<file path="config.mk">
export PLATFORM = sky130hd
export DESIGN_NAME = ppu_top
export DESIGN_NICKNAME = d
export VERILOG_FILES = /design/src/source/ppu_pkg.sv /design/src/source/ppu_timing.sv /design/src/source/ppu_regs.sv /design/src/source/palette_ram.sv /design/src/source/pixel_out.sv /design/src/source/ppu_top.sv
export SDC_FILE = /design/constraint.sdc
export NUM_CORES = 1
export LEC_CHECK = 0
export BUFFER_PORTS_ARGS = -buffer_cell sky130_fd_sc_hd__clkbuf_2
export CAP_MARGIN = 10
export CELL_PAD_IN_SITES_DETAIL_PLACEMENT = 0
export CELL_PAD_IN_SITES_GLOBAL_PLACEMENT = 1
export CORE_UTILIZATION = 50
export DETAILED_ROUTE_END_ITERATION = 7
export GPL_TIMING_DRIVEN = 0
export HOLD_SLACK_MARGIN = 0.12
export PLACE_DENSITY_LB_ADDON = 0.1
export SLEW_MARGIN = 10
export SYNTH_ARGS = -nofsm -noshare
export SYNTH_HDL_FRONTEND = slang
export SYNTH_SLANG_ARGS = --single-unit
</file>
<file path="constraint.sdc">
create_clock -name clk -period 3.5 [get_ports clk]
set_clock_uncertainty 0.1 [all_clocks]
set_input_delay 0.35 -clock clk [delete_from_list [all_inputs] [get_ports clk]]
set_output_delay 0.35 -clock clk [all_outputs]
set_load 0.01 [all_outputs]
</file>
<file path="src/source/ppu_pkg.sv">
`default_nettype none

package ppu_pkg;

    // dot and line numbers share one width
    typedef logic [8:0] coord_t;
    typedef logic [5:0] color_t;
    typedef logic [4:0] pal_idx_t;
    typedef logic [13:0] vaddr_t;

    // frame geometry, one dot per clk
    localparam coord_t DOTS_PER_LINE = 9'd341;
    localparam coord_t LINES_PER_FRAME = 9'd262;
    localparam coord_t VISIBLE_W = 9'd256;
    localparam coord_t VISIBLE_H = 9'd240;
    localparam coord_t VBLANK_LINE = 9'd241;
    localparam coord_t PRE_LINE = 9'd261;
    // status flag is set and cleared on the second dot of its line
    localparam coord_t FLAG_DOT = 9'd1;

    localparam int PAL_ENTRIES = 32;

    // upper address bits of the palette window at 0x3F00
    localparam logic [5:0] PAL_BASE_HI = 6'h3F;

    // cpu register selects, 3..5 reserved
    typedef enum logic [2:0] {
        REG_CTRL   = 3'd0,
        REG_MASK   = 3'd1,
        REG_STATUS = 3'd2,
        REG_ADDR   = 3'd6,
        REG_DATA   = 3'd7
    } reg_sel_t;

    // register bit positions
    localparam int CTRL_INC_BIT = 2;
    localparam int CTRL_NMI_BIT = 7;
    localparam int MASK_GREY_BIT = 0;
    localparam int STATUS_VBL_BIT = 7;

    // greyscale keeps only the luma bits of a color
    localparam color_t GREY_MASK = 6'h30;

endpackage

`default_nettype wire

</file>
<file path="src/source/ppu_timing.sv">
`timescale 1ns/1ps
`default_nettype none

module ppu_timing (
    input  wire logic            clk,
    input  wire logic            rst_n,
    output ppu_pkg::coord_t      line,
    output logic                 vbl_set,
    output logic                 vbl_clr,
    output logic                 visible
);

    // vertical phase of the frame
    typedef enum logic [1:0] {
        PH_VISIBLE,
        PH_POST,
        PH_VBLANK,
        PH_PRE
    } phase_t;

    ppu_pkg::coord_t dot;
    phase_t          phase;
    phase_t          phase_next;
    logic            last_dot;

    assign last_dot = (dot == ppu_pkg::DOTS_PER_LINE - 9'd1);

    // dot and line counters
    always_ff @(posedge clk or negedge rst_n) begin
        if (!rst_n) begin
            dot  <= '0;
            line <= '0;
        end else if (last_dot) begin
            dot <= '0;
            if (line == ppu_pkg::LINES_PER_FRAME - 9'd1) begin
                line <= '0;
            end else begin
                line <= line + 9'd1;
            end
        end else begin
            dot <= dot + 9'd1;
        end
    end

    // phase moves only at the end of a line
    always_comb begin
        phase_next = phase;
        if (last_dot) begin
            case (phase)
                PH_VISIBLE: begin
                    if (line == ppu_pkg::VISIBLE_H - 9'd1) phase_next = PH_POST;
                end
                PH_POST: begin
                    if (line == ppu_pkg::VBLANK_LINE - 9'd1) phase_next = PH_VBLANK;
                end
                PH_VBLANK: begin
                    if (line == ppu_pkg::PRE_LINE - 9'd1) phase_next = PH_PRE;
                end
                PH_PRE: begin
                    phase_next = PH_VISIBLE;
                end
                default: phase_next = PH_VISIBLE;
            endcase
        end
    end

    always_ff @(posedge clk or negedge rst_n) begin
        if (!rst_n) begin
            phase <= PH_VISIBLE;
        end else begin
            phase <= phase_next;
        end
    end

    // vblank only starts on its first line
    assign vbl_set = (phase == PH_VBLANK) && (line == ppu_pkg::VBLANK_LINE)
                     && (dot == ppu_pkg::FLAG_DOT);
    assign vbl_clr = (phase == PH_PRE) && (dot == ppu_pkg::FLAG_DOT);
    assign visible = (phase == PH_VISIBLE) && (dot < ppu_pkg::VISIBLE_W);

endmodule

`default_nettype wire

</file>
<file path="src/source/ppu_regs.sv">
`timescale 1ns/1ps
`default_nettype none

module ppu_regs (
    input  wire logic              clk,
    input  wire logic              rst_n,
    input  wire logic              reg_en,
    input  wire logic              reg_rw,
    input  wire ppu_pkg::reg_sel_t reg_sel,
    input  wire logic [7:0]        reg_data_in,
    input  wire logic              vbl_set,
    input  wire logic              vbl_clr,
    input  wire ppu_pkg::color_t   pal_rdata,
    output logic [7:0]             reg_data_out,
    output logic                   nmi_n,
    output logic                   grey,
    output logic                   pal_we,
    output ppu_pkg::pal_idx_t      pal_addr,
    output ppu_pkg::color_t        pal_wdata
);

    logic [7:0]      ctrl;
    logic [7:0]      mask;
    logic            vbl_flag;
    // low = next PPUADDR write is the high byte
    logic            addr_latch;
    ppu_pkg::vaddr_t vaddr;

    logic            wr_en;
    logic            rd_en;
    logic            in_window;
    ppu_pkg::vaddr_t vaddr_inc;
    logic            status_rd;

    assign wr_en = reg_en && reg_rw;
    assign rd_en = reg_en && !reg_rw;

    assign in_window = (vaddr[13:8] == ppu_pkg::PAL_BASE_HI);
    assign vaddr_inc = ctrl[ppu_pkg::CTRL_INC_BIT] ? 14'd32 : 14'd1;
    assign status_rd = rd_en && (reg_sel == ppu_pkg::REG_STATUS);

    // palette only sees writes inside the window
    assign pal_we    = wr_en && (reg_sel == ppu_pkg::REG_DATA) && in_window;
    assign pal_addr  = vaddr[4:0];
    assign pal_wdata = reg_data_in[5:0];

    assign grey  = mask[ppu_pkg::MASK_GREY_BIT];
    assign nmi_n = !(vbl_flag && ctrl[ppu_pkg::CTRL_NMI_BIT]);

    // a set on the same cycle as a status read wins
    always_ff @(posedge clk or negedge rst_n) begin
        if (!rst_n) begin
            vbl_flag <= 1'b0;
        end else if (vbl_set) begin
            vbl_flag <= 1'b1;
        end else if (vbl_clr || status_rd) begin
            vbl_flag <= 1'b0;
        end
    end

    // register writes and address stepping
    always_ff @(posedge clk or negedge rst_n) begin
        if (!rst_n) begin
            ctrl       <= '0;
            mask       <= '0;
            addr_latch <= 1'b0;
            vaddr      <= '0;
        end else if (wr_en) begin
            case (reg_sel)
                ppu_pkg::REG_CTRL: ctrl <= reg_data_in;
                ppu_pkg::REG_MASK: mask <= reg_data_in;
                ppu_pkg::REG_ADDR: begin
                    if (!addr_latch) begin
                        vaddr[13:8] <= reg_data_in[5:0];
                    end else begin
                        vaddr[7:0] <= reg_data_in;
                    end
                    addr_latch <= !addr_latch;
                end
                ppu_pkg::REG_DATA: vaddr <= vaddr + vaddr_inc;
                default: ;
            endcase
        end else if (rd_en) begin
            if (reg_sel == ppu_pkg::REG_STATUS) begin
                addr_latch <= 1'b0;
            end else if (reg_sel == ppu_pkg::REG_DATA) begin
                vaddr <= vaddr + vaddr_inc;
            end
        end
    end

    // read data holds until the next read strobe
    always_ff @(posedge clk or negedge rst_n) begin
        if (!rst_n) begin
            reg_data_out <= '0;
        end else if (rd_en) begin
            case (reg_sel)
                ppu_pkg::REG_CTRL: reg_data_out <= ctrl;
                ppu_pkg::REG_MASK: reg_data_out <= mask;
                ppu_pkg::REG_STATUS: begin
                    reg_data_out <= '0;
                    reg_data_out[ppu_pkg::STATUS_VBL_BIT] <= vbl_flag;
                end
                // outside the palette window reads back as 0
                ppu_pkg::REG_DATA: reg_data_out <= in_window ? {2'b00, pal_rdata} : 8'h00;
                default: reg_data_out <= '0;
            endcase
        end
    end

endmodule

`default_nettype wire

</file>
<file path="src/source/palette_ram.sv">
`timescale 1ns/1ps
`default_nettype none

module palette_ram (
    input  wire logic              clk,
    input  wire logic              rst_n,
    input  wire logic              we,
    input  wire ppu_pkg::pal_idx_t addr,
    input  wire ppu_pkg::color_t   wdata,
    output ppu_pkg::color_t        rdata,
    output ppu_pkg::color_t        backdrop
);

    ppu_pkg::color_t   mem [ppu_pkg::PAL_ENTRIES];
    ppu_pkg::pal_idx_t idx;

    // 0x10/0x14/0x18/0x1C fold onto the background entries
    always_comb begin
        idx = addr;
        if (addr[4] && addr[1:0] == 2'b00) begin
            idx[4] = 1'b0;
        end
    end

    always_ff @(posedge clk or negedge rst_n) begin
        if (!rst_n) begin
            for (int i = 0; i < ppu_pkg::PAL_ENTRIES; i++) begin
                mem[i] <= '0;
            end
        end else if (we) begin
            mem[idx] <= wdata;
        end
    end

    assign rdata    = mem[idx];
    assign backdrop = mem[0];

endmodule

`default_nettype wire

</file>
<file path="src/source/pixel_out.sv">
`timescale 1ns/1ps
`default_nettype none

module pixel_out (
    input  wire logic             clk,
    input  wire logic             rst_n,
    input  wire logic             visible,
    input  wire logic             grey,
    input  wire ppu_pkg::color_t  backdrop,
    output logic                  pixel_valid,
    output ppu_pkg::color_t       pixel_color
);

    ppu_pkg::color_t color_next;

    // greyscale drops the hue bits
    always_comb begin
        if (grey) begin
            color_next = backdrop & ppu_pkg::GREY_MASK;
        end else begin
            color_next = backdrop;
        end
    end

    // one cycle from a visible dot to the output
    always_ff @(posedge clk or negedge rst_n) begin
        if (!rst_n) begin
            pixel_valid <= 1'b0;
            pixel_color <= '0;
        end else begin
            pixel_valid <= visible;
            pixel_color <= color_next;
        end
    end

endmodule

`default_nettype wire

</file>
<file path="src/source/ppu_top.sv">
`timescale 1ns/1ps
`default_nettype none

module ppu_top (
    input  wire logic              clk,
    input  wire logic              rst_n,
    input  wire logic              reg_en,
    input  wire logic              reg_rw,
    input  wire ppu_pkg::reg_sel_t reg_sel,
    input  wire logic [7:0]        reg_data_in,
    output logic [7:0]             reg_data_out,
    output logic                   nmi_n,
    output logic                   pixel_valid,
    output ppu_pkg::color_t        pixel_color
);

    logic              vbl_set;
    logic              vbl_clr;
    logic              visible;
    logic              grey;
    logic              pal_we;
    ppu_pkg::pal_idx_t pal_addr;
    ppu_pkg::color_t   pal_wdata;
    ppu_pkg::color_t   pal_rdata;
    ppu_pkg::color_t   backdrop;

    // line number is not needed outside the timing block
    ppu_timing u_timing (
        .clk     (clk),
        .rst_n   (rst_n),
        .line    (),
        .vbl_set (vbl_set),
        .vbl_clr (vbl_clr),
        .visible (visible)
    );

    ppu_regs u_regs (
        .clk          (clk),
        .rst_n        (rst_n),
        .reg_en       (reg_en),
        .reg_rw       (reg_rw),
        .reg_sel      (reg_sel),
        .reg_data_in  (reg_data_in),
        .vbl_set      (vbl_set),
        .vbl_clr      (vbl_clr),
        .pal_rdata    (pal_rdata),
        .reg_data_out (reg_data_out),
        .nmi_n        (nmi_n),
        .grey         (grey),
        .pal_we       (pal_we),
        .pal_addr     (pal_addr),
        .pal_wdata    (pal_wdata)
    );

    palette_ram u_palette (
        .clk      (clk),
        .rst_n    (rst_n),
        .we       (pal_we),
        .addr     (pal_addr),
        .wdata    (pal_wdata),
        .rdata    (pal_rdata),
        .backdrop (backdrop)
    );

    pixel_out u_pixel (
        .clk         (clk),
        .rst_n       (rst_n),
        .visible     (visible),
        .grey        (grey),
        .backdrop    (backdrop),
        .pixel_valid (pixel_valid),
        .pixel_color (pixel_color)
    );

endmodule

`default_nettype wire

</file>
Word level (Yosys, flattened, before mapping)
Cells that the tools add are included.
{ "classes": {"eq_ne": 22, "magnitude_cmp": 3, "n_shift": 0, "n_mul": 0, "div": 0, "mux": 30, "add_sub_neg": 3, "n_reduce_logical": 30, "n_bitwise": 1} }
{ "op_table": {"columns": ["operator", "count"], "rows": [
  ["$bwmux W192", 1],
  ["$mux W14", 4],
  ["$mux W6", 6],
  ["$pmux W8 S4", 1],
  ["$bmux W6 S5", 1],
  ["$demux W6 S5", 1],
  ["$pmux W14 S2", 1],
  ["$eq A9 B8 Y1 const B", 3],
  ["$eq A9 B9 Y1 const B", 3],
  ["$add A9 B1 Y9 const B", 2],
  ["$mux W9", 2],
  ["$add A14 B14 Y14", 1],
  ["$logic_and A1 B1 Y1", 12],
  ["$reduce_and A5 Y1", 2],
  ["$reduce_bool A2 Y1", 5],
  ["$eq A9 B1 Y1 const B", 1],
  ["$lt A9 B9 Y1 const B", 1],
  ["$mux W8", 1],
  ["$ne A2 B1 Y1 const B", 4],
  ["$pmux W2 S4", 1],
  ["$mux W1", 7],
  ["$eq A3 B3 Y1 const B", 2],
  ["$eq A6 B6 Y1 const B", 1],
  ["$ge A6 B6 Y1 const B", 1],
  ["18 further kinds", 25]
]} }
{ "totals": {"rom_bits": 0, "inputBits": 15, "ramBits": 0, "mem_count": 0, "output_inout_bits": 16, "ff_bits": 259, "latchBits": 0} }

Longest topological paths before layout
Gate-level depths: netlist (run 1).
{ "logic_depth": {"word_depth": 9, "mapped_depth": 9} }

Hierarchy
From an unflattened synthesis (run 1), not the netlist that was laid out.
{ "unflattened": {"cells_unflattened": 887, "hier_area_um2": 11654.9} }
{ "by_module_without_submodules": {"columns": ["mod", "area_each_um2", "seq_area_each_um2", "cells_per_inst", "instances"], "rows": [
  ["palette_ram", 8065.2, 4204.0, 540, 1],
  ["ppu_regs", 2215.9, 1001.0, 220, 1],
  ["ppu_timing", 1173.6, 500.5, 116, 1],
  ["pixel_out", 200.2, 175.2, 11, 1]
]} }

Worst setup path after synthesis (run 1)
Ideal clock, no wire load.
{ "synth_path": {"kind": "input -> register", "startpoint": "in reg_rw", "endpoint": "reg u_palette.mem[102] (netlist bit)", "setup_ns": 0.125, "slack_ns": 1.032, "arrival_ns": 2.243, "stages": 7, "path_buffers": 2, "cell_sequence": "buf_2 -> nand2_2 -> or4_4 -> or3_1 -> or3_1 -> buf_6 -> mux2_4"} }
{ "synth_between": {"elab_chain_cells": 3} }
{ "synth_rtl": {"columns": ["element", "line_no", "text"], "rows": [
  ["start, declared", "ppu_top.sv:8", "input wire logic reg_rw,"],
  ["$logic_and A1 B1 Y1", "ppu_regs.sv:35", "assign wr_en = reg_en && reg_rw;"],
  ["$logic_and A1 B1 Y1 (2 in series)", "ppu_regs.sv:43", "assign pal_we = wr_en && (reg_sel == ppu_pkg::REG_DATA) && in_window;"],
  ["end signal, assigned by index", "palette_ram.sv:31", "mem[idx] <= wdata;"],
  ["end, declared", "palette_ram.sv:14", "ppu_pkg::color_t mem [ppu_pkg::PAL_ENTRIES];"]
]} }
No other way between the ends.
A chain may end at the register's enable or synchronous reset.

Final worst setup path (run 1)
{ "layout_path": {"startpoint": "reg u_regs.vaddr[0]", "endpoint": "reg u_palette.mem[135] (netlist bit)"} }
{ "layout_between": {"elab_chain_cells": 9} }
{ "layout_rtl": {"columns": ["element", "line_no", "text"], "rows": [
  ["start, declared", "ppu_regs.sv:27", "ppu_pkg::vaddr_t vaddr;"],
  ["start signal, assigned", "ppu_regs.sv:76", "vaddr[7:0] <= reg_data_in;"],
  ["start signal, assigned", "ppu_regs.sv:80", "ppu_pkg::REG_DATA: vaddr <= vaddr + vaddr_inc;"],
  ["start signal, assigned", "ppu_regs.sv:87", "vaddr <= vaddr + vaddr_inc;"],
  ["$logic_not A2 Y1", "palette_ram.sv:20", "if (addr[4] && addr[1:0] == 2'b00) begin"],
  ["$logic_and A1 B1 Y1", "palette_ram.sv:20", null],
  ["$mux W1", "palette_ram.sv:20", null],
  ["$not A5 Y6 (not written as such) (*)", "palette_ram.sv:31", null],
  ["$ge A6 B6 Y1 (not written as such) or $lt A6 B1 Y1 (tied branches)", "palette_ram.sv:31", null],
  ["$logic_and A1 B1 Y1 (not written as such)", "palette_ram.sv:31", null],
  ["$mux W6 (not written as such)", "palette_ram.sv:31", null],
  ["$demux W6 S5 (*)", "palette_ram.sv:31", null],
  ["$bwmux W192 (*)", "palette_ram.sv:31", null]
]} }
Mark *: on every way between the ends. The rest lies on a longest branch, timed or not.

==> flow_metrics.tcl, run 1 <==
set metrics [dict create \
    status "finished clean" \
    fp-row-count 54 \
    track_usage 0.267 \
    synth_area_um2 11300 \
    swShare 0.316 \
    finalCriticalPeriod_ps 3400 \
    reg2reg_slack_ps 100 \
    grt_overflow 0 \
    initialDrtViolationCount 559 \
    switchingPower_mw 2.32 \
    hold_viol_final 0 \
    cts_tree "done" \
    via_per_inst 6.18 \
    irDropWorstVdd_v 0.000408 \
    synth_xor_area_frac 0.0116 \
    whs_ps 158 \
    grt.met1_usage 0.360 \
    die_area_um2 23300 \
    slowest_delay_ps 580 \
    synthFlopType "dfrtp_1" \
    hold_path_class "in2reg" \
    io_buffers 27 \
    synth-seq-cells 235 \
    coreArea_um2 22000 \
    start_util 0.515 \
    synth.area.mux_share 0.284 \
    ant_nets 0 \
    grtUsageMet2 0.448 \
    cts_root_buf "clkbuf_16" \
    synth_top_family_by_area "multiplexers" \
    fillCellCount 1811 \
    wl_per_cell_um 24.4 \
    worst_slew_pin_slew_ps 1090 \
    relSlewSlack 0.267 \
    crit_path_end_kind "flop" \
    synth_simple_gate_area_share 0.0772 \
    seqPwrFrac 0.405 \
    wl_mm 30.1 \
    arrival_ps 3710 \
    fmax_ghz 0.294 \
    pin_count 31 \
    min_period_over_period 0.972 \
    ys_types 58 \
    synth_compound_area_frac 0.0681 \
    multi_input_area_um2 5170 \
    first_pass_iters 8 \
    crit_required_ps 3810 \
    clockBufferDepth 3 \
    slowest_stage "clkbuf_1" \
    path_cells "clkbuf_1 -> buf_2 -> clkbuf_1 -> nand2_1 -> nor4_1 -> nand2_1 -> mux2_2" \
    cts_buffers 26 \
    cp_max_fo 10 \
    synth_edf_count 0 \
    fp.dieH_um 153 \
    grt_pass1_vias 8091 \
    grt_max_degree 87 \
    fin_util 0.583 \
    setup_tns_ps 0 \
    synthArstFlopShare 1.00 \
    max_cap_viol_count 0 \
    drv_slew 0 \
    place_congestion 0.922 \
    rsz0062_at_grt "no" \
    setup_violations 0 \
    p_int_mw 5.02 \
    clk_latency_ps 540 \
    cts_htree_levels 1 \
    synthAdderAreaFrac 0.0143 \
    crit_type "reg2reg" \
    vias 7625 \
    syn_avg_cell_area_um2 13.0 \
    regArea_um2 5880 \
    p_leak_nw 6.12 \
    antenna_found_initial 0 \
    dp_hpwl_mm 21.1 \
    die_width_um 153 \
    synth_nets 899 \
    grt_pass1_wl_mm 47.4 \
    powerDensity_nw_per_um2 571 \
    cts_sinks 235 \
    startpoint_type "flop" \
    syn_inst 871 \
    ys_warn_count 0 \
    num_antenna_cells 0 \
    crit_buf_inv 3 \
    area_growth_pct 13.2 \
    layout-drive-gt1-share 0.353 \
    cts.clk_slew.worst_paths_ps 60 \
    clock_power_share 0.379 \
    grt_use_met3 0.0435 \
    yosysSeqAreaShare 0.518 \
    combPwrFrac 0.216 \
    drc 0 \
    top_usage_layer "met2" \
    cp_top_family "buffers and inverters" \
    final_nets 962 \
]
## cell usage after synthesis (7+ instances only)
master	count	area share
mux2_4	12	0.016
nor3_1	10	0.0044
nand4_1	8	0.0044
buf_1	8	0.0026
inv_1	11	0.0036
ha_1	13	0.014
o22a_1	7	0.0054
nand3_1	25	0.011
a21oi_1	25	0.011
a22oi_1	21	0.014
nand2_1	37	0.012
and3_1	16	0.0088
mux4_2	27	0.054
nor2_1	35	0.012
a31oi_1	7	0.0039
clkbuf_1	43	0.014
buf_2	9	0.0040
xnor2_1	9	0.0069
nor2b_1	8	0.0044
mux2i_1	15	0.013
mux2_2	203	0.20
dfrtp_1	235	0.52
## cell families (layout without fill, tap and decap cells)
logic type	count (synthesis)	count (layout)
and+or+nand+nor	169	169
DFF	235	235
buffers and inverters	73	156
xor gates and xnor gates	15	15
AOI/OAI and AO/OA	109	109
muxes	257	257
adders and majority gates	13	13
## flip-flops by register name (all words and copies together), names as in the netlist, 6 cells and up
| register | count |
|---|---|
| u_palette.backdrop | 6 |
| u_palette.mem | 162 |
| u_regs.vaddr | 14 |
| u_pixel.pixel_color | 6 |
| u_regs.mask | 8 |
| u_timing.dot | 9 |
| u_regs.reg_data_out | 8 |
| u_regs.ctrl | 8 |
| u_timing.line | 9 |
## layer usage
layer / vias to the layer above / share of wire
li1: 3349 / -
met3: 64 / 0.045
met1: 4000 / 0.44
met4: 0 / 0.029
met5: - / 0
met2: 212 / 0.49
## power by group through the flow
stage                     registers, mW  logic [mW]  clock network, mW
final                              2.97        1.59               2.78
after global routing               2.99        1.71               2.94
after CTS                          2.97        1.57               2.82
after detailed placement           3.01        1.56                  0
after global placement             3.01        1.54                  0
after floorplan                    2.98        1.02                  0
## cell usage in the layout (no fill, tap or decap), types with 7 or more instances in the layout
master,n
mux2_2,203
nor3_1,9
and3_1,16
mux2i_1,15
nor2_1,35
xnor2_1,9
dfrtp_1,235
mux4_2,27
nand3_1,25
a22oi_1,21
o22a_1,7
clkbuf_8,8
clkbuf_1,45
buf_2,9
a31oi_1,7
nand2_1,37
clkinv_2,8
inv_1,11
a21oi_1,25
mux2_4,12
nand4_1,8
nor2b_1,8
clkbuf_2,27
buf_1,8
ha_1,13
clkbuf_16,26
## through the flow
stage / area, um^2 / power (mW) / cells / worst slack (ps)
2_1_floorplan: 11300 / 4.00 / 871 / 1030
3_3_place_gp: 11800 / 4.55 / 1178 / -2460
3_5_place_dp: 11900 / 4.57 / 1180 / 128
4_1_cts: 12800 / 7.35 / 1234 / 104
5_1_grt: 12800 / 7.63 / 1234 / 10.8
6_report: 12800 / 7.34 / 1234 / 99.0
## path summary, 6_finish.rpt
kind / start / to / cells past startpoint
worst min register to register: u_palette.backdrop[5]$_DFFE_PN0P_ / u_pixel.pixel_color[5]$_DFF_PN0_ / 0
worst max-delay path: u_regs.vaddr[0]$_DFFE_PN0P_ / u_palette.mem[135]$_DFFE_PN0P_ / 7
min in group asynchronous: rst_n / u_palette.mem[39]$_DFFE_PN0P_ / 2
worst min-delay path: reg_sel[2] / u_regs.reg_data_out[7]$_DFFE_PN0P_ / 3
max in group asynchronous: rst_n / u_palette.mem[152]$_DFFE_PN0P_ / 4
worst max register to register: u_regs.vaddr[0]$_DFFE_PN0P_ / u_palette.mem[135]$_DFFE_PN0P_ / 7
## layout make-up
type | count | share of cell area
Tap cell | 280 | 0.0273
Clock inverter | 12 | 0.00964
Clock buffer | 36 | 0.0590
Buffer | 62 | 0.0203
Inverter | 11 | 0.00321
Timing Repair Buffer | 35 | 0.0202
Sequential cell | 235 | 0.458
Multi-Input combinational cell | 563 | 0.403
## timing repair
item | CTS | global route
gates resized for setup | 0 | 3
buffers inserted | 0 | 0
hold endpoints to repair | 76 | 0
endpoints found under the setup margin | 0 | 7
hold buffers | 6 | 0
## worst reg2reg max path, stage by stage (launching register included)
cell      delay (ps)
dfrtp_1          360
clkbuf_1         350
buf_2            380
clkbuf_1         580
nand2_1          170
nor4_1           550
nand2_1          410
mux2_2           390
(Power assumes the default switching activity.)
==> run 2: changes to the inputs <==
--- a/config.mk
+++ b/config.mk
@@ -7,13 +7,12 @@
 export LEC_CHECK = 0
 export BUFFER_PORTS_ARGS = -buffer_cell sky130_fd_sc_hd__clkbuf_2
 export CAP_MARGIN = 10
-export CELL_PAD_IN_SITES_DETAIL_PLACEMENT = 0
-export CELL_PAD_IN_SITES_GLOBAL_PLACEMENT = 1
+export CORE_ASPECT_RATIO = 1.5
 export CORE_UTILIZATION = 50
 export DETAILED_ROUTE_END_ITERATION = 7
 export GPL_TIMING_DRIVEN = 0
 export HOLD_SLACK_MARGIN = 0.12
-export PLACE_DENSITY_LB_ADDON = 0.1
+export PLACE_DENSITY = 0.66
 export SLEW_MARGIN = 10
 export SYNTH_ARGS = -nofsm -noshare
 export SYNTH_HDL_FRONTEND = slang
==> flow_metrics.tcl, run 2 (synthesized netlist as in run 1, its figures left out) <==
set metrics [dict create \
    startpoint_type "input pin" \
    fp-row-count 67 \
    wl_per_cell_um 24.1 \
    antenna_found_initial 0 \
    layout_commonest_cell "dfrtp_1" \
    fillCellCount 1897 \
    dp_cells 1176 \
    crit_required_ps 3800 \
    cts_tree "done" \
    ant_nets 0 \
    cp_num_cells 7 \
    cts_resized 0 \
    cts_root_buf "clkbuf_16" \
    cts_sinks 235 \
    drv_slew 0 \
    final_cells 1223 \
    grt_overflow 0 \
    grt_max_degree 95 \
    powerDensity_nw_per_um2 544 \
    io_buffers 27 \
    clockBufferDepth 3 \
    drc 2 \
    rsz0062_at_grt "yes" \
    fp.dieH_um 187 \
    violations "DRC, setup timing" \
    initialDrtViolationCount 540 \
    cts.clk_slew.worst_paths_ps 60 \
    reg_top3 "u_palette.mem: 162 flops, u_regs.vaddr: 14 flops" \
    die_area_um2 23300 \
    setup_ws_ps -12.9 \
    wl_mm 29.4 \
    first_pass_iters 7 \
    finalCriticalPeriod_ps 3510 \
    hold_depth 3 \
    dpl_worst_slack_ps 67.5 \
    worst_slew_pin_slew_ps 1190 \
    rr_worst_depth 5 \
    cts_buffers 23 \
    regMostFlops "u_palette.mem" \
    hold_path_class "in2reg" \
    grt.met1_usage 0.322 \
    grt_pass1_wl_mm 46.4 \
    slowest_delay_ps 1030 \
    hold_viol_final 0 \
    area_growth_pct 11.5 \
    cp_top_family "simple AND/OR/NAND/NOR gates" \
    top_usage_layer "met2" \
    p_leak_nw 6.01 \
    start_util 0.509 \
    grt_pass1_vias 7920 \
    slowest_stage "nor3_1" \
    vias 7550 \
    crit_type "in2reg" \
    crit_buf_inv 2 \
    via_per_inst 6.17 \
    dpl_cell_area_um2 11900 \
    cts_htree_levels 1 \
    place_congestion 0.963 \
    coreArea_um2 22300 \
    num_antenna_cells 0 \
    setup_violations 5 \
    status "complete, but fails checks" \
    final_nets 959 \
    layout-drive-gt1-share 0.339 \
    grtUsageMet2 0.465 \
    die_width_um 125 \
    largest_reg_flops 162 \
    cp_max_fo 8 \
    clk_latency_ps 530 \
    fmax_ghz 0.285 \
    relSlewSlack 0.198 \
    max_cap_viol_count 0 \
    path_cells "dlygate4sd3_1 -> buf_2 -> nand2_2 -> nor4_1 -> nand3_1 -> nor3_1 -> mux2_2" \
    stdcell_area_um2 12600 \
    crit_path_end_kind "flop" \
    grt_use_met3 0.0367 \
    mostFrequentLayoutCells "235 x dfrtp_1, 203 x mux2_2, 54 x clkbuf_1, 37 x nand2_1, 35 x nor2_1" \
    min_period_over_period 1.00 \
    dp_hpwl_mm 20.4 \
    pin_count 31 \
    cts_setup_buffers 0 \
    irDropWorstVdd_v 0.000342 \
    fin_util 0.567 \
    track_usage 0.262 \
    arrival_ps 3810 \
    reg2reg_slack_ps 50 \
]
[run 2: cell count changes in the layout (fill, tap and decap cells not counted), sizes merged]
cell,before,now
clkbuf,106,108
inv,11,12
bufinv,2,0
clkinvlp,1,0
clkinv,9,2
[run 2: power by group]
part / internal [mW] / total (mW) / switching (mW)
logic: 0.511 / 1.57 / 1.06
clock network: 1.31 / 2.34 / 1.03
registers: 2.85 / 2.97 / 0.126
total: 4.66 / 6.88 / 2.22
[run 2: final timing paths]
| kind | startpoint | end |
|---|---|---|
| setup / recovery | reg_rw | u_palette.mem[124]$_DFFE_PN0P_ |
| min in group asynchronous | rst_n | u_palette.mem[185]$_DFFE_PN0P_ |
| hold reg to reg | u_palette.backdrop[5]$_DFFE_PN0P_ | u_pixel.pixel_color[5]$_DFF_PN0_ |
| max in group asynchronous | rst_n | u_palette.mem[25]$_DFFE_PN0P_ |
| setup reg to reg | u_regs.vaddr[8]$_DFFE_PN0P_ | u_palette.mem[124]$_DFFE_PN0P_ |
| hold / removal | reg_en | u_regs.addr_latch$_DFFE_PN0P_ |
[run 2: tightest hold or removal path, stage by stage]
cell and delay, ps:
clkbuf_2 160, nand3_1 100, a22o_1 110
[run 2: metrics by stage]
stage	hold WS (ps)	setup TNS (ps)	total power [mW]
after floorplan	-45.6	0	4.00
after global placement	290	-666660	4.54
after detailed placement	283	0	4.56
after CTS	125	0	6.90
after global routing	145	-1550	7.15
final	141	-25.9	6.88
[run 2: routing by layer]
layer  up-vias  part of all wire  routed length [um]
li1       3338                 -                   -
met3        72             0.044                1310
met4         0             0.042                1230
met1      3947              0.40               11700
met5         -                 0                   0
met2       193              0.52               15200
[run 2: area by class of cell]
cell class                      instances  area (um^2)  area share
Clock buffer                           38          672      0.0531
Tap cell                              276          345      0.0273
Multi-Input combinational cell        563         5170       0.409
Timing Repair Buffer                   35          259      0.0205
Clock inverter                          3         18.8     0.00148
Buffer                                 62          259      0.0205
Sequential cell                       235         5880       0.465
Inverter                               11         41.3     0.00326
[run 2: what timing repair did]
| item | 4_1_cts | 5_1_grt |
|---|---|---|
| hold buffers | 6 | 0 |
| endpoints found under the setup margin | 0 | 18 |
| endpoints found under the hold margin | 101 | 0 |
==> run 3: changes to the inputs <==
--- a/config.mk
+++ b/config.mk
@@ -8,11 +8,10 @@
 export BUFFER_PORTS_ARGS = -buffer_cell sky130_fd_sc_hd__clkbuf_2
 export CAP_MARGIN = 10
 export CORE_ASPECT_RATIO = 1.5
-export CORE_UTILIZATION = 50
+export CORE_UTILIZATION = 41
 export DETAILED_ROUTE_END_ITERATION = 7
 export GPL_TIMING_DRIVEN = 0
 export HOLD_SLACK_MARGIN = 0.12
-export PLACE_DENSITY = 0.66
 export SLEW_MARGIN = 10
 export SYNTH_ARGS = -nofsm -noshare
 export SYNTH_HDL_FRONTEND = slang
==> flow_metrics.tcl, run 3 (synthesized netlist as in run 1, its figures left out) <==
set metrics [dict create \
    swShare 0.318 \
    slowest_delay_ps 1000 \
    largest_reg_flops 162 \
    finalPower_mw 6.99 \
    cp_max_fo 8 \
    grt_pass1_wl_mm 46.5 \
    timing.rr.start "u_regs.vaddr[0]$_DFFE_PN0P_" \
    rsz0062_at_grt "yes" \
    setup_violations 0 \
    max_cap_viol_count 0 \
    final_nets 961 \
    arrival_ps 3720 \
    place_congestion 0.896 \
    clock_power_share 0.349 \
    start_util 0.417 \
    crit_buf_inv 2 \
    reg_top3 "u_palette.mem: 162 flops, u_regs.vaddr: 14 flops" \
    fp-row-count 74 \
    pin_count 31 \
    status "finished clean" \
    hold_path_class "in2reg" \
    drv_slew 0 \
    grt_max_degree 68 \
    first_pass_iters 5 \
    via_per_inst 5.82 \
    cp_top_family "simple AND/OR/NAND/NOR gates" \
    irDropWorstVdd_v 0.000379 \
    layout_commonest_cell "dfrtp_1" \
    die_area_um2 28400 \
    worst_slew_pin_slew_ps 1150 \
    seqPwrFrac 0.425 \
    regMostFlops "u_palette.mem" \
    cts_sinks 235 \
    path_cells "dlygate4sd3_1 -> buf_2 -> nand2_2 -> nor4_1 -> nand3_1 -> nor3_1 -> mux2_2" \
    crit_path_end_kind "flop" \
    fillCellCount 2485 \
    num_antenna_cells 0 \
    wl_mm 30.4 \
    ant_nets 0 \
    fp.dieH_um 206 \
    hold_start "reg_en" \
    cts.clk_slew.worst_paths_ps 70 \
    final_cells 1288 \
    wl_per_cell_um 23.6 \
    startpoint_type "input pin" \
    cp-startpoint "reg_rw" \
    setup_tns_ps 0 \
    cts_buffers 23 \
    switchingPower_mw 2.23 \
    area_growth_pct 12.7 \
    p_int_mw 4.76 \
    initialDrtViolationCount 465 \
    crit_required_ps 3810 \
    vias 7491 \
    drc 0 \
    fmax_ghz 0.293 \
    clockBufferDepth 3 \
    dp_hpwl_mm 21.3 \
    track_usage 0.224 \
    crit_type "in2reg" \
    antenna_found_initial 0 \
    relSlewSlack 0.224 \
    coreArea_um2 27200 \
    min_period_over_period 0.975 \
    finalCriticalPeriod_ps 3410 \
    grt_overflow 0 \
    mostFrequentLayoutCells "235 x dfrtp_1, 203 x mux2_2, 49 x clkbuf_1, 37 x nand2_1, 35 x nor2_1" \
    cts_htree_levels 1 \
    p_leak_nw 6.05 \
    combPwrFrac 0.225 \
    cts_tree "done" \
    grt_pass1_vias 7775 \
    die_width_um 138 \
    clk_latency_ps 530 \
    layout-drive-gt1-share 0.344 \
    dp_cells 1243 \
    powerDensity_nw_per_um2 546 \
    io_buffers 27 \
    slowest_stage "nor3_1" \
    cts_root_buf "clkbuf_16" \
    hold_viol_final 0 \
]
[run 3: worst paths after layout]
kind | to | slack [ps] | cells past startpoint
max | u_palette.mem[124]$_DFFE_PN0P_ | 90 | 7
min in group asynchronous | u_regs.vaddr[12]$_DFFE_PN0P_ | 260 | 2
min reg2reg | u_pixel.pixel_color[5]$_DFF_PN0_ | 310 | 0
max in group asynchronous | u_palette.mem[172]$_DFFE_PN0P_ | 1700 | 5
max reg2reg | u_palette.mem[124]$_DFFE_PN0P_ | 110 | 6
min | u_regs.addr_latch$_DFFE_PN0P_ | 140 | 3
[run 3: layout make-up]
cell class | instances | area, um^2 | area share
multi-input combinational | 563 | 5170 | 0.404
clock buffer | 35 | 681 | 0.0532
sequential | 235 | 5880 | 0.460
buffer | 62 | 260 | 0.0203
clock inverter | 3 | 43.8 | 0.00342
inverter | 11 | 41.3 | 0.00323
tap | 342 | 428 | 0.0334
timing repair buffer | 37 | 292 | 0.0228
[run 3: routing by layer]
layer,up-vias,GRT usage,part of all wire
li1,3355,-,-
met2,186,0.401,0.53
met4,0,0.117,0.054
met3,88,0.0227,0.034
met5,-,0,0
met1,3862,0.260,0.39
[run 3: power by group through the flow]
stage	clock [mW]	combinational, mW	sequential, mW
after floorplan	0	1.02	2.98
after global placement	0	1.55	3.02
after detailed placement	0	1.56	3.02
after CTS	2.50	1.57	2.97
after global routing	2.60	1.70	2.99
final	2.44	1.58	2.97
[run 3: per-stage QoR]
step | instance area [um^2] | setup slack [ps] | hold WS [ps] | util
final | 12800 | 88.6 | 139 | 0.470
after global routing | 12800 | -18.7 | 161 | 0.470
after CTS | 12800 | 25.1 | 133 | 0.470
after detailed placement | 12000 | 60.2 | 265 | 0.441
after global placement | 11900 | -2920 | 295 | 0.438
after floorplan | 11300 | 1030 | -45.6 | -
[run 3: worst reg2reg max path, stage by stage, from the launching register on]
cell and delay [ps]:
dfrtp_1 360, clkbuf_1 310, buf_2 380, buf_2 420, nand3_1 290, nor3_1 1000
mux2_2 420
[run 3: what timing repair did]
item | 4_1_cts | 5_1_grt
setup buffers | 0 | 0
hold buffers | 6 | 0
endpoints found under the hold margin | 66 | 0
endpoints found under the setup margin | 0 | 9
gates resized for setup | 0 | 1
